==> config.mk <==
export PLATFORM = sky130hd
export DESIGN_NAME = fir_top
export DESIGN_NICKNAME = d
export VERILOG_FILES = /design/src/common/fir_pkg.sv /design/src/fir_top.sv /design/src/fir_mac/fir_mac.sv /design/src/fir_mem/fir_sample_line.sv /design/src/fir_mem/fir_tap_mem.sv /design/src/fir_ctrl/fir_ctrl.sv
export VERILOG_INCLUDE_DIRS = /design/src /design/src/common
export SDC_FILE = /design/constraint.sdc
export NUM_CORES = 2
export LEC_CHECK = 0
export ABC_CLOCK_PERIOD_IN_PS = 11400
export BUFFER_PORTS_ARGS = -buffer_cell sky130_fd_sc_hd__buf_2
export CAP_MARGIN = 20
export CORE_ASPECT_RATIO = 1.2
export CORE_MARGIN = 10
export CORE_UTILIZATION = 30
export CTS_CLUSTER_DIAMETER = 80
export CTS_CLUSTER_SIZE = 28
export DETAILED_ROUTE_END_ITERATION = 16
export PLACE_DENSITY = 0.56
export SLEW_MARGIN = 40
export SYNTH_ARGS = -nofsm -noshare
export SYNTH_HDL_FRONTEND = slang
export SYNTH_SLANG_ARGS = --single-unit
==> constraint.sdc <==
create_clock -name clk -period 11.4 [get_ports clk]
set_input_delay 0.57 -clock clk [delete_from_list [all_inputs] [get_ports clk]]
set_output_delay 0.57 -clock clk [all_outputs]
set_load 0.02 [all_outputs]
==> src/common/fir_cfg.svh <==
////////////////////
// Build-time sizing of the FIR core
// Pulled in by the package and by the modules that size their storage
////////////////////
`ifndef FIR_CFG_SVH
`define FIR_CFG_SVH

// Width of one sample and of one coefficient
`define FIR_DATA_W 16

// Depth of the tap memory and of the sample delay line
`define FIR_MAX_TAPS 32

// Bits needed to address one of the FIR_MAX_TAPS entries
`define FIR_TAP_W 5

// Largest batch is 2**FIR_CNT_W - 1 samples
`define FIR_CNT_W 10

// Full product width plus one guard bit per doubling of the tap count,
// so a sum of FIR_MAX_TAPS full-scale products never overflows
`define FIR_ACC_W (2 * `FIR_DATA_W + `FIR_TAP_W)

`endif
==> src/common/fir_pkg.sv <==
////////////////////
// Shared types of the FIR core
// Modules import it in their body and use scoped names on their ports
////////////////////
`include "fir_cfg.svh"

package fir_pkg;

  ////////////////////
  // Datapath types
  ////////////////////

  // Input sample and tap coefficient, both two's complement
  typedef logic signed [`FIR_DATA_W-1:0] sample_t;
  typedef logic signed [`FIR_DATA_W-1:0] coef_t;

  // Exact product of one coefficient and one sample
  typedef logic signed [2*`FIR_DATA_W-1:0] product_t;

  // Running sum with guard bits above the product width
  typedef logic signed [`FIR_ACC_W-1:0] acc_t;

  ////////////////////
  // Index and count types
  ////////////////////

  // Address of one tap or one delay line entry
  typedef logic [`FIR_TAP_W-1:0] tap_idx_t;

  // Tap count, one bit wider so a full memory of taps fits
  typedef logic [`FIR_TAP_W:0] tap_cnt_t;

  // Number of samples in a batch
  typedef logic [`FIR_CNT_W-1:0] smp_cnt_t;

  ////////////////////
  // Control types
  ////////////////////

  // Controller states, from configuration through the final drain
  typedef enum logic [2:0] {
    IDLE,
    CLEAR,
    WAIT_SAMPLE,
    MAC,
    DRAIN
  } fir_state_e;

  // Tag issued alongside every tap read, it follows the data down the pipe
  typedef struct packed {
    logic valid;      // A tap was issued in this slot
    logic first;      // Tap 0, the sum restarts here
    logic last;       // Tap tap_num-1, the sum is complete after this one
    logic final_sum;  // Last tap of the last sample in the batch
  } mac_cmd_t;

endpackage

==> src/fir_top.sv <==
////////////////////
// Top level of the streaming FIR core
// Joins controller, tap memory, delay line and MAC pipeline
////////////////////
`timescale 1ns/1ps

module fir_top (
  input  logic               clk,
  input  logic               rst_n,

  // Coefficient load, only while idle
  input  logic               tap_we,
  input  fir_pkg::tap_idx_t  tap_waddr,
  input  fir_pkg::coef_t     tap_wdata,

  // Batch control
  input  logic               ap_start,
  input  fir_pkg::tap_cnt_t  tap_num,
  input  fir_pkg::smp_cnt_t  data_num,
  output logic               ap_done,
  output logic               clear_busy,

  // Input sample stream
  input  logic               ss_tvalid,
  input  fir_pkg::sample_t   ss_tdata,
  output logic               ss_tready,

  // Output sum stream
  output logic               sm_tvalid,
  output fir_pkg::acc_t      sm_tdata,
  output logic               sm_tlast,
  input  logic               sm_tready
);

  // Issue stage to memories and pipeline
  logic               clr_en;
  fir_pkg::tap_idx_t  clr_idx;
  logic               shift_en;
  fir_pkg::sample_t   shift_data;
  fir_pkg::tap_idx_t  rd_idx;
  fir_pkg::mac_cmd_t  cmd;

  // Memory read data into the multiply stage
  fir_pkg::coef_t     rd_coef;
  fir_pkg::sample_t   rd_sample;

  // Back-pressure and completion from the pipeline
  logic               hold;
  logic               batch_done;

  // The batch finishes with the accept of its final sum
  assign ap_done = batch_done;

  fir_ctrl u_ctrl (
    .clk        (clk),
    .rst_n      (rst_n),
    .ap_start   (ap_start),
    .tap_num    (tap_num),
    .data_num   (data_num),
    .ss_tvalid  (ss_tvalid),
    .ss_tdata   (ss_tdata),
    .hold       (hold),
    .batch_done (batch_done),
    .ss_tready  (ss_tready),
    .clear_busy (clear_busy),
    .clr_en     (clr_en),
    .clr_idx    (clr_idx),
    .shift_en   (shift_en),
    .shift_data (shift_data),
    .rd_idx     (rd_idx),
    .cmd        (cmd)
  );

  fir_tap_mem u_tap_mem (
    .clk     (clk),
    .rst_n   (rst_n),
    .we      (tap_we),
    .waddr   (tap_waddr),
    .wdata   (tap_wdata),
    .rd_idx  (rd_idx),
    .hold    (hold),
    .rd_coef (rd_coef)
  );

  fir_sample_line u_sample_line (
    .clk        (clk),
    .rst_n      (rst_n),
    .shift_en   (shift_en),
    .shift_data (shift_data),
    .clr_en     (clr_en),
    .clr_idx    (clr_idx),
    .rd_idx     (rd_idx),
    .hold       (hold),
    .rd_sample  (rd_sample)
  );

  fir_mac u_mac (
    .clk        (clk),
    .rst_n      (rst_n),
    .cmd        (cmd),
    .rd_coef    (rd_coef),
    .rd_sample  (rd_sample),
    .sm_tready  (sm_tready),
    .hold       (hold),
    .sm_tvalid  (sm_tvalid),
    .sm_tdata   (sm_tdata),
    .sm_tlast   (sm_tlast),
    .batch_done (batch_done)
  );

endmodule

==> src/fir_mac/fir_mac.sv <==
////////////////////
// Multiply-accumulate pipeline with the output stream register
// Read tag, multiply, accumulate, then hand the sum to the stream
////////////////////
`timescale 1ns/1ps

module fir_mac (
  input  logic               clk,
  input  logic               rst_n,
  input  fir_pkg::mac_cmd_t  cmd,
  input  fir_pkg::coef_t     rd_coef,
  input  fir_pkg::sample_t   rd_sample,
  input  logic               sm_tready,
  output logic               hold,
  output logic               sm_tvalid,
  output fir_pkg::acc_t      sm_tdata,
  output logic               sm_tlast,
  output logic               batch_done
);
  import fir_pkg::*;

  // Tag of the read stage, lines up with the registered memory data
  mac_cmd_t cmd_rd;

  // Multiply stage
  mac_cmd_t cmd_mul;
  product_t prod_q;

  // Accumulate stage
  acc_t acc_q;
  acc_t acc_nxt;
  acc_t prod_ext;

  ////////////////////
  // Stall and completion
  ////////////////////

  // A sum waiting on the stream freezes every stage behind it
  assign hold = sm_tvalid && !sm_tready;

  // Accept of the sum tagged final ends the batch
  assign batch_done = sm_tvalid && sm_tready && sm_tlast;

  ////////////////////
  // Read and multiply stages
  ////////////////////

  always_ff @(posedge clk or negedge rst_n) begin
    if (!rst_n) begin
      cmd_rd  <= '0;
      cmd_mul <= '0;
    end else if (!hold) begin
      cmd_rd  <= cmd;
      cmd_mul <= cmd_rd;
    end
  end

  // Both operands are signed, the product is exact at twice the data width
  always_ff @(posedge clk) begin
    if (!hold) begin
      prod_q <= rd_coef * rd_sample;
    end
  end

  ////////////////////
  // Accumulate stage
  ////////////////////

  // Sign extension into the guard bits
  assign prod_ext = acc_t'(prod_q);

  // First tap restarts the sum, later taps add onto it
  assign acc_nxt = cmd_mul.first ? prod_ext : acc_q + prod_ext;

  always_ff @(posedge clk) begin
    if (!hold && cmd_mul.valid) begin
      acc_q <= acc_nxt;
    end
  end

  ////////////////////
  // Output register
  ////////////////////

  // The finished sum skips the accumulator and loads here on the same edge
  always_ff @(posedge clk or negedge rst_n) begin
    if (!rst_n) begin
      sm_tvalid <= 1'b0;
      sm_tlast  <= 1'b0;
    end else if (!hold) begin
      // Empty or just accepted, take the next sum if one completes now
      sm_tvalid <= cmd_mul.valid && cmd_mul.last;
      sm_tlast  <= cmd_mul.valid && cmd_mul.last && cmd_mul.final_sum;
    end
  end

  // Data stays stable under hold, the stream sees it unchanged until the accept
  always_ff @(posedge clk) begin
    if (!hold && cmd_mul.valid && cmd_mul.last) begin
      sm_tdata <= acc_nxt;
    end
  end

endmodule

==> src/fir_mem/fir_sample_line.sv <==
////////////////////
// Sample delay line of the FIR core
// Entry k holds the sample taken k inputs ago, read by tap index
////////////////////
`timescale 1ns/1ps
`include "fir_cfg.svh"

module fir_sample_line (
  input  logic               clk,
  input  logic               rst_n,
  input  logic               shift_en,
  input  fir_pkg::sample_t   shift_data,
  input  logic               clr_en,
  input  fir_pkg::tap_idx_t  clr_idx,
  input  fir_pkg::tap_idx_t  rd_idx,
  input  logic               hold,
  output fir_pkg::sample_t   rd_sample
);
  import fir_pkg::*;

  sample_t line [`FIR_MAX_TAPS];

  ////////////////////
  // Line storage
  ////////////////////

  // Shift and clear never overlap, the controller runs them in separate states
  always_ff @(posedge clk) begin
    if (shift_en) begin
      // Newest sample lands in entry 0, everything else moves one deeper
      line[0] <= shift_data;
      for (int k = 1; k < `FIR_MAX_TAPS; k++) begin
        line[k] <= line[k-1];
      end
    end else if (clr_en) begin
      // One entry per cycle, only the entries the batch reads get zeroed
      line[clr_idx] <= '0;
    end
  end

  ////////////////////
  // Read port
  ////////////////////

  // Captures the entry before any shift on the same edge,
  // so a tap read always sees the history of the sample being filtered
  always_ff @(posedge clk or negedge rst_n) begin
    if (!rst_n) begin
      rd_sample <= '0;
    end else if (!hold) begin
      rd_sample <= line[rd_idx];
    end
  end

endmodule

==> src/fir_mem/fir_tap_mem.sv <==
////////////////////
// Coefficient register file
// Written while idle, read one tap per cycle by the issue stage
////////////////////
`timescale 1ns/1ps
`include "fir_cfg.svh"

module fir_tap_mem (
  input  logic               clk,
  input  logic               rst_n,
  input  logic               we,
  input  fir_pkg::tap_idx_t  waddr,
  input  fir_pkg::coef_t     wdata,
  input  fir_pkg::tap_idx_t  rd_idx,
  input  logic               hold,
  output fir_pkg::coef_t     rd_coef
);
  import fir_pkg::*;

  // One coefficient per tap position
  coef_t mem [`FIR_MAX_TAPS];

  // Unwritten taps read back as zero and add nothing to a sum
  always_ff @(posedge clk or negedge rst_n) begin
    if (!rst_n) begin
      for (int i = 0; i < `FIR_MAX_TAPS; i++) begin
        mem[i] <= '0;
      end
      rd_coef <= '0;
    end else begin
      // A write is visible to reads from the next cycle on
      if (we) begin
        mem[waddr] <= wdata;
      end

      // Read register is the first pipeline stage and freezes with it
      if (!hold) begin
        rd_coef <= mem[rd_idx];
      end
    end
  end

endmodule

==> src/fir_ctrl/fir_ctrl.sv <==
////////////////////
// Controller and issue stage of the FIR core
// Clears the delay line, takes samples and issues one tap per cycle
////////////////////
`timescale 1ns/1ps

module fir_ctrl (
  input  logic               clk,
  input  logic               rst_n,
  input  logic               ap_start,
  input  fir_pkg::tap_cnt_t  tap_num,
  input  fir_pkg::smp_cnt_t  data_num,
  input  logic               ss_tvalid,
  input  fir_pkg::sample_t   ss_tdata,
  input  logic               hold,
  input  logic               batch_done,
  output logic               ss_tready,
  output logic               clear_busy,
  output logic               clr_en,
  output fir_pkg::tap_idx_t  clr_idx,
  output logic               shift_en,
  output fir_pkg::sample_t   shift_data,
  output fir_pkg::tap_idx_t  rd_idx,
  output fir_pkg::mac_cmd_t  cmd
);
  import fir_pkg::*;

  fir_state_e state;
  fir_state_e state_nxt;

  // Batch configuration, captured on the start pulse
  tap_cnt_t tap_num_q;
  smp_cnt_t data_num_q;

  tap_idx_t clr_cnt;
  tap_idx_t tap_cnt;
  smp_cnt_t smp_cnt;

  tap_idx_t last_tap;
  smp_cnt_t last_smp;
  logic     clr_done;
  logic     issue;
  logic     issue_last;

  // Highest tap index in use, tap_num of 32 still maps to index 31
  assign last_tap = tap_idx_t'(tap_num_q - 1'b1);
  assign last_smp = data_num_q - 1'b1;

  // Clearing ends after exactly tap_num entries
  assign clr_done = (state == CLEAR) && (clr_cnt == last_tap);

  // A held output blocks every new tap
  assign issue      = (state == MAC) && !hold;
  assign issue_last = issue && (tap_cnt == last_tap);

  ////////////////////
  // State machine
  ////////////////////

  always_comb begin
    state_nxt = state;
    case (state)
      IDLE: begin
        if (ap_start) state_nxt = CLEAR;
      end
      CLEAR: begin
        if (clr_done) state_nxt = WAIT_SAMPLE;
      end
      WAIT_SAMPLE: begin
        // ss_tready is high here, so valid alone is the handshake
        if (ss_tvalid) state_nxt = MAC;
      end
      MAC: begin
        if (issue_last) state_nxt = (smp_cnt == last_smp) ? DRAIN : WAIT_SAMPLE;
      end
      DRAIN: begin
        // Leave on the accept of the sum tagged final
        if (batch_done) state_nxt = IDLE;
      end
      default: state_nxt = IDLE;
    endcase
  end

  always_ff @(posedge clk or negedge rst_n) begin
    if (!rst_n) begin
      state      <= IDLE;
      tap_num_q  <= '0;
      data_num_q <= '0;
      clr_cnt    <= '0;
      tap_cnt    <= '0;
      smp_cnt    <= '0;
    end else begin
      state <= state_nxt;

      // Counts are sampled once per batch
      if ((state == IDLE) && ap_start) begin
        tap_num_q  <= tap_num;
        data_num_q <= data_num;
      end

      // Walks the delay line entries during CLEAR, rests at zero otherwise
      if (state == CLEAR) begin
        clr_cnt <= clr_cnt + 1'b1;
      end else begin
        clr_cnt <= '0;
      end

      // Tap index wraps to zero after the last tap of each sample
      if (state == IDLE) begin
        tap_cnt <= '0;
      end else if (issue) begin
        tap_cnt <= (tap_cnt == last_tap) ? '0 : tap_cnt + 1'b1;
      end

      // One sample is consumed when its last tap goes out
      if (state == IDLE) begin
        smp_cnt <= '0;
      end else if (issue_last) begin
        smp_cnt <= smp_cnt + 1'b1;
      end
    end
  end

  ////////////////////
  // Outputs
  ////////////////////

  assign ss_tready  = (state == WAIT_SAMPLE);
  assign clear_busy = (state == CLEAR);

  // Clear port of the delay line
  assign clr_en  = (state == CLEAR);
  assign clr_idx = clr_cnt;

  // An accepted sample shifts straight into the line
  assign shift_en   = ss_tvalid && ss_tready;
  assign shift_data = ss_tdata;

  // Both memories are read with the same index
  assign rd_idx = tap_cnt;

  // Tag for the tap read in this cycle
  always_comb begin
    cmd.valid     = issue;
    cmd.first     = issue && (tap_cnt == '0);
    cmd.last      = issue_last;
    cmd.final_sum = issue_last && (smp_cnt == last_smp);
  end

endmodule

==> out/results.txt <==
Die Ht: 523 um
Congestion Overflow GR: 0
number of synthesized flops with an enable pin: 106
post-route core utilization: 33.4%
area inside the core boundary: 210000 sq um
highest-count cells in the layout ignoring fill and taps: 1279 x sky130_fd_sc_hd__nand2_1, 585 x sky130_fd_sc_hd__dfrtp_1, 576 x sky130_fd_sc_hd__a21oi_1, 524 x sky130_fd_sc_hd__mux2_2, 512 x sky130_fd_sc_hd__dfxtp_1
number of port buffers: 99
total power consumption of the routed design: 17.7 mW
Synthesis Warnings: 0
Clock Root Buffer: sky130_fd_sc_hd__clkbuf_16
post-synth design cell area: 63300 sq um
unrepaired setup endpoints after global routing: no
worst-case hold path end point: u_sample_line.line[0][8]
Chip Width: 439 um
sort of element at the start of the critical path: register
Final Cycle Share: 60.6%
CTS buffer count: 79
total length of routed wires: 158000 um
clock tree from TritonCTS: yes
share of final-layout standard cells stronger than drive strength 1: 21.6%
top achievable clock speed: 145 MHz
FFs w/ async S/R, synth: 48.9%
most crowded layer after global routing: met2
Setup WS post-layout: 4.50 ns
Post-Place Setup Slack: 4.49 ns
result of the run: complete, no violations
WL per Instance: 18.6 um
vias in the first global route: 42000
total of cells resized after clock tree synthesis: 0
flop-to-flop setup slack: 4.50 ns
Layout Nets: 6075
worst hold slack: 0.0607 ns
Clock Skew: 0.0695 ns
worst IR drop on VDD: 0.149 mV
total DRC errors in the routed layout: 0
Crit. End Element: register
Max-cap violations: 0
post-detailed-placement cell area: 66800 sq um
Layout area overhead: 10.6%
Sinks on Clock Net: 1210
GR Layer Usage met1: 18.3%
largest fanout on the critical path: 17
hold path depth: 3
reg2reg path depth: 21
number of vias after detailed routing: 41600
violation count after the first detailed-routing iteration: 3185
number of cell rows: 184
portion of the post-synthesis area used by sequential elements: 44.6%
met3 Track Usage GR: 1.75%
num ports: 101
post-synthesis net count: 6191
commonest non-fill, non-tap cell in the layout: sky130_fd_sc_hd__nand2_1
Skew-Pair Late Insertion Delay: 0.75 ns
critical register-to-register path endpoint: u_mac.prod_q[31]
vias per cell: 4.91
hold wc startpoint: ss_tdata[8]
critical setup path kind: register to register
count of filler cells inserted in the layout: 20700
startpoint of the lowest-slack register-to-register path: u_tap_mem.rd_coef[8]
final sum of negative setup slack: 0 ns
CP arrival: 7.38 ns
routing usage on met2: 22.4%
maximum number of pins on one net before global-route repair: 147
combined global-route utilization of all metal layers: 13.5%
final number of hold-violating endpoints: 0
Synth cell types: 74
initial core utilization: 30.2%
PD cells: 253 nW/um^2
number of nets still failing antenna checks after routing: 0
htree depth: 3
clock period minus final worst setup slack: 6.90 ns
average cell area after synthesis: 11.0 sq um
final HPWL from detailed placement: 102000 um
setup fix buffers added after clock tree synthesis: 0
slew margin rel.: 42.6%
ys flop type: sky130_fd_sc_hd__dfrtp_1
Hold/Removal Path Class: input port to register
data required time at the worst endpoint: 11.87 ns
finished layout cell area: 70000 sq um
post-synthesis sequential element count: 1210
number of antenna violations at the first check in global routing: 4
Placed Instances: 8319
global-route wire length before repair: 248000 um
setup-violating endpoint count in the final report: 0
count of mapped cells out of synthesis: 5742
final estimated routing congestion in global placement: 0.821
Static Leakage: 28.4 nW
Pre-antenna DRT Iters: 5
Finished Layout Cells: 8483
Die Outline Area: 230000 sq um
Slew @ Worst Pin: 0.861 ns
final-report max-slew violation count: 0
clock slew at reported path FFs: 0.09 ns
CTS Buffer Depth: 3
-- kinds of logic after synthesis --
| group | Yosys count | synth area share [%] |
|---|---|---|
| xor gates and xnor gates | 105 | 1.45 |
| DFF | 1210 | 44.6 |
| muxes | 880 | 21.3 |
| buffers and inverters | 705 | 4.25 |
| AOI/OAI and AO/OA | 798 | 6.83 |
| and+or+nand+nor | 1654 | 10.8 |
| adders and majority gates | 390 | 10.8 |
-- report_power, final --
group	total [mW]	switching, mW	internal, mW	leakage [nW]
Combinational	8.15	4.53	3.62	14.2
Clock	3.27	1.79	1.48	1.42
Sequential	6.32	0.853	5.47	12.8
Total	17.7	7.17	10.6	28.4
-- metal layers --
layer | up-vias | part of all wire (%)
li1 | 19300 | -
met2 | 878 | 48
met4 | 4 | 2.4
met1 | 21300 | 46
met3 | 211 | 4.0
met5 | - | 0.015
-- sequential cells by signal (all words and copies together) (netlist names), 3 cells and up --
name                     cells
u_ctrl.data_num_q           10
u_ctrl.clr_idx               5
u_mac.sm_tdata              37
u_mac.prod_q                32
u_tap_mem.mem              512
u_tap_mem.rd_coef           16
u_ctrl.rd_idx                5
u_mac.acc_q                 37
u_sample_line.line         512
u_ctrl.state                 3
u_sample_line.rd_sample     16
u_mac.cmd_rd                 4
u_mac.cmd_mul                4
u_ctrl.tap_num_q             5
u_ctrl.smp_cnt              10
-- cell type report --
cell class | instances | area (sq um) | share of cell area (%)
antenna | 2 | 5.00 | 0.00715
clock buffer | 86 | 2070 | 2.95
clock inverter | 60 | 896 | 1.28
inverter | 328 | 1230 | 1.76
multi-input combinational | 3827 | 32600 | 46.6
sequential | 1210 | 28300 | 40.4
tap | 2790 | 3490 | 4.98
timing repair buffer | 180 | 1460 | 2.08
-- what timing repair did --
item                                    in CTS  in global routing
hold endpoints to repair                   120                  0
endpoints found under the setup margin       0                  0
hold buffers                                11                  0
-- cell usage after synthesis (5+ instances only) --
| cell | number | share of area (%) |
|---|---|---|
| sky130_fd_sc_hd__fa_1 | 263 | 8.3 |
| sky130_fd_sc_hd__nand2_1 | 1290 | 7.6 |
| sky130_fd_sc_hd__mux2_2 | 524 | 9.3 |
| sky130_fd_sc_hd__buf_2 | 29 | 0.23 |
| sky130_fd_sc_hd__o211ai_1 | 9 | 0.11 |
| sky130_fd_sc_hd__o21ai_1 | 55 | 0.43 |
| sky130_fd_sc_hd__or3_1 | 9 | 0.089 |
| sky130_fd_sc_hd__o21ai_0 | 54 | 0.43 |
| sky130_fd_sc_hd__inv_1 | 325 | 1.9 |
| sky130_fd_sc_hd__and3_1 | 15 | 0.15 |
| sky130_fd_sc_hd__mux4_2 | 320 | 11 |
| sky130_fd_sc_hd__and2_1 | 128 | 1.3 |
| sky130_fd_sc_hd__o21bai_1 | 11 | 0.13 |
| sky130_fd_sc_hd__a21o_1 | 34 | 0.40 |
| sky130_fd_sc_hd__o21a_1 | 13 | 0.15 |
| sky130_fd_sc_hd__nand4_1 | 7 | 0.069 |
| sky130_fd_sc_hd__a21oi_1 | 576 | 4.6 |
| sky130_fd_sc_hd__clkbuf_1 | 315 | 1.9 |
| sky130_fd_sc_hd__dfrtp_1 | 592 | 23 |
| sky130_fd_sc_hd__nand3_1 | 20 | 0.16 |
| sky130_fd_sc_hd__nor2_1 | 117 | 0.69 |
| sky130_fd_sc_hd__nor2b_1 | 13 | 0.13 |
| sky130_fd_sc_hd__buf_1 | 32 | 0.19 |
| sky130_fd_sc_hd__nand2b_1 | 17 | 0.17 |
| sky130_fd_sc_hd__mux2i_1 | 35 | 0.55 |
| sky130_fd_sc_hd__nor4_1 | 5 | 0.049 |
| sky130_fd_sc_hd__ha_1 | 127 | 2.5 |
| sky130_fd_sc_hd__dfxtp_1 | 512 | 16 |
| sky130_fd_sc_hd__nor3_1 | 9 | 0.071 |
| sky130_fd_sc_hd__edfxtp_1 | 106 | 5.0 |
| sky130_fd_sc_hd__nand3b_1 | 6 | 0.071 |
| sky130_fd_sc_hd__xor2_1 | 43 | 0.59 |
| sky130_fd_sc_hd__xnor2_1 | 62 | 0.86 |
| sky130_fd_sc_hd__nor3b_1 | 6 | 0.071 |
-- worst max-delay path, stage by stage (launching register included) --
cell and delay, ns:
sky130_fd_sc_hd__dfrtp_1 0.91, sky130_fd_sc_hd__nand2_1 0.15, sky130_fd_sc_hd__fa_1 0.50, sky130_fd_sc_hd__fa_1 0.51, sky130_fd_sc_hd__fa_1 0.55, sky130_fd_sc_hd__inv_1 0.05, sky130_fd_sc_hd__fa_1 0.51, sky130_fd_sc_hd__fa_1 0.50
sky130_fd_sc_hd__inv_1 0.05, sky130_fd_sc_hd__fa_1 0.47, sky130_fd_sc_hd__inv_1 0.04, sky130_fd_sc_hd__ha_1 0.35, sky130_fd_sc_hd__a21o_1 0.18, sky130_fd_sc_hd__a21o_1 0.16, sky130_fd_sc_hd__a211o_1 0.30, sky130_fd_sc_hd__a21oi_2 0.28
sky130_fd_sc_hd__nor2_1 0.12, sky130_fd_sc_hd__o211ai_1 0.33, sky130_fd_sc_hd__o211ai_1 0.19, sky130_fd_sc_hd__a31o_1 0.24, sky130_fd_sc_hd__a21oi_1 0.17, sky130_fd_sc_hd__xnor2_1 0.08
-- how the worst max path moves through the flow --
stage | cells past startpoint | startpoint | end | slack (ns)
CTS | 22 | u_tap_mem.rd_coef[7] | u_mac.prod_q[31] | 4.50
global route | 21 | u_sample_line.rd_sample[10] | u_mac.prod_q[31] | 4.15
detailed placement | 22 | u_tap_mem.rd_coef[7] | u_mac.prod_q[31] | 4.49
global placement | 22 | u_tap_mem.rd_coef[7] | u_mac.prod_q[31] | 4.51
floorplan | 23 | u_sample_line.rd_sample[7] | u_mac.prod_q[31] | 5.17
finish | 21 | u_tap_mem.rd_coef[8] | u_mac.prod_q[31] | 4.50
Note: power is estimated with default switching activity, not from simulation.
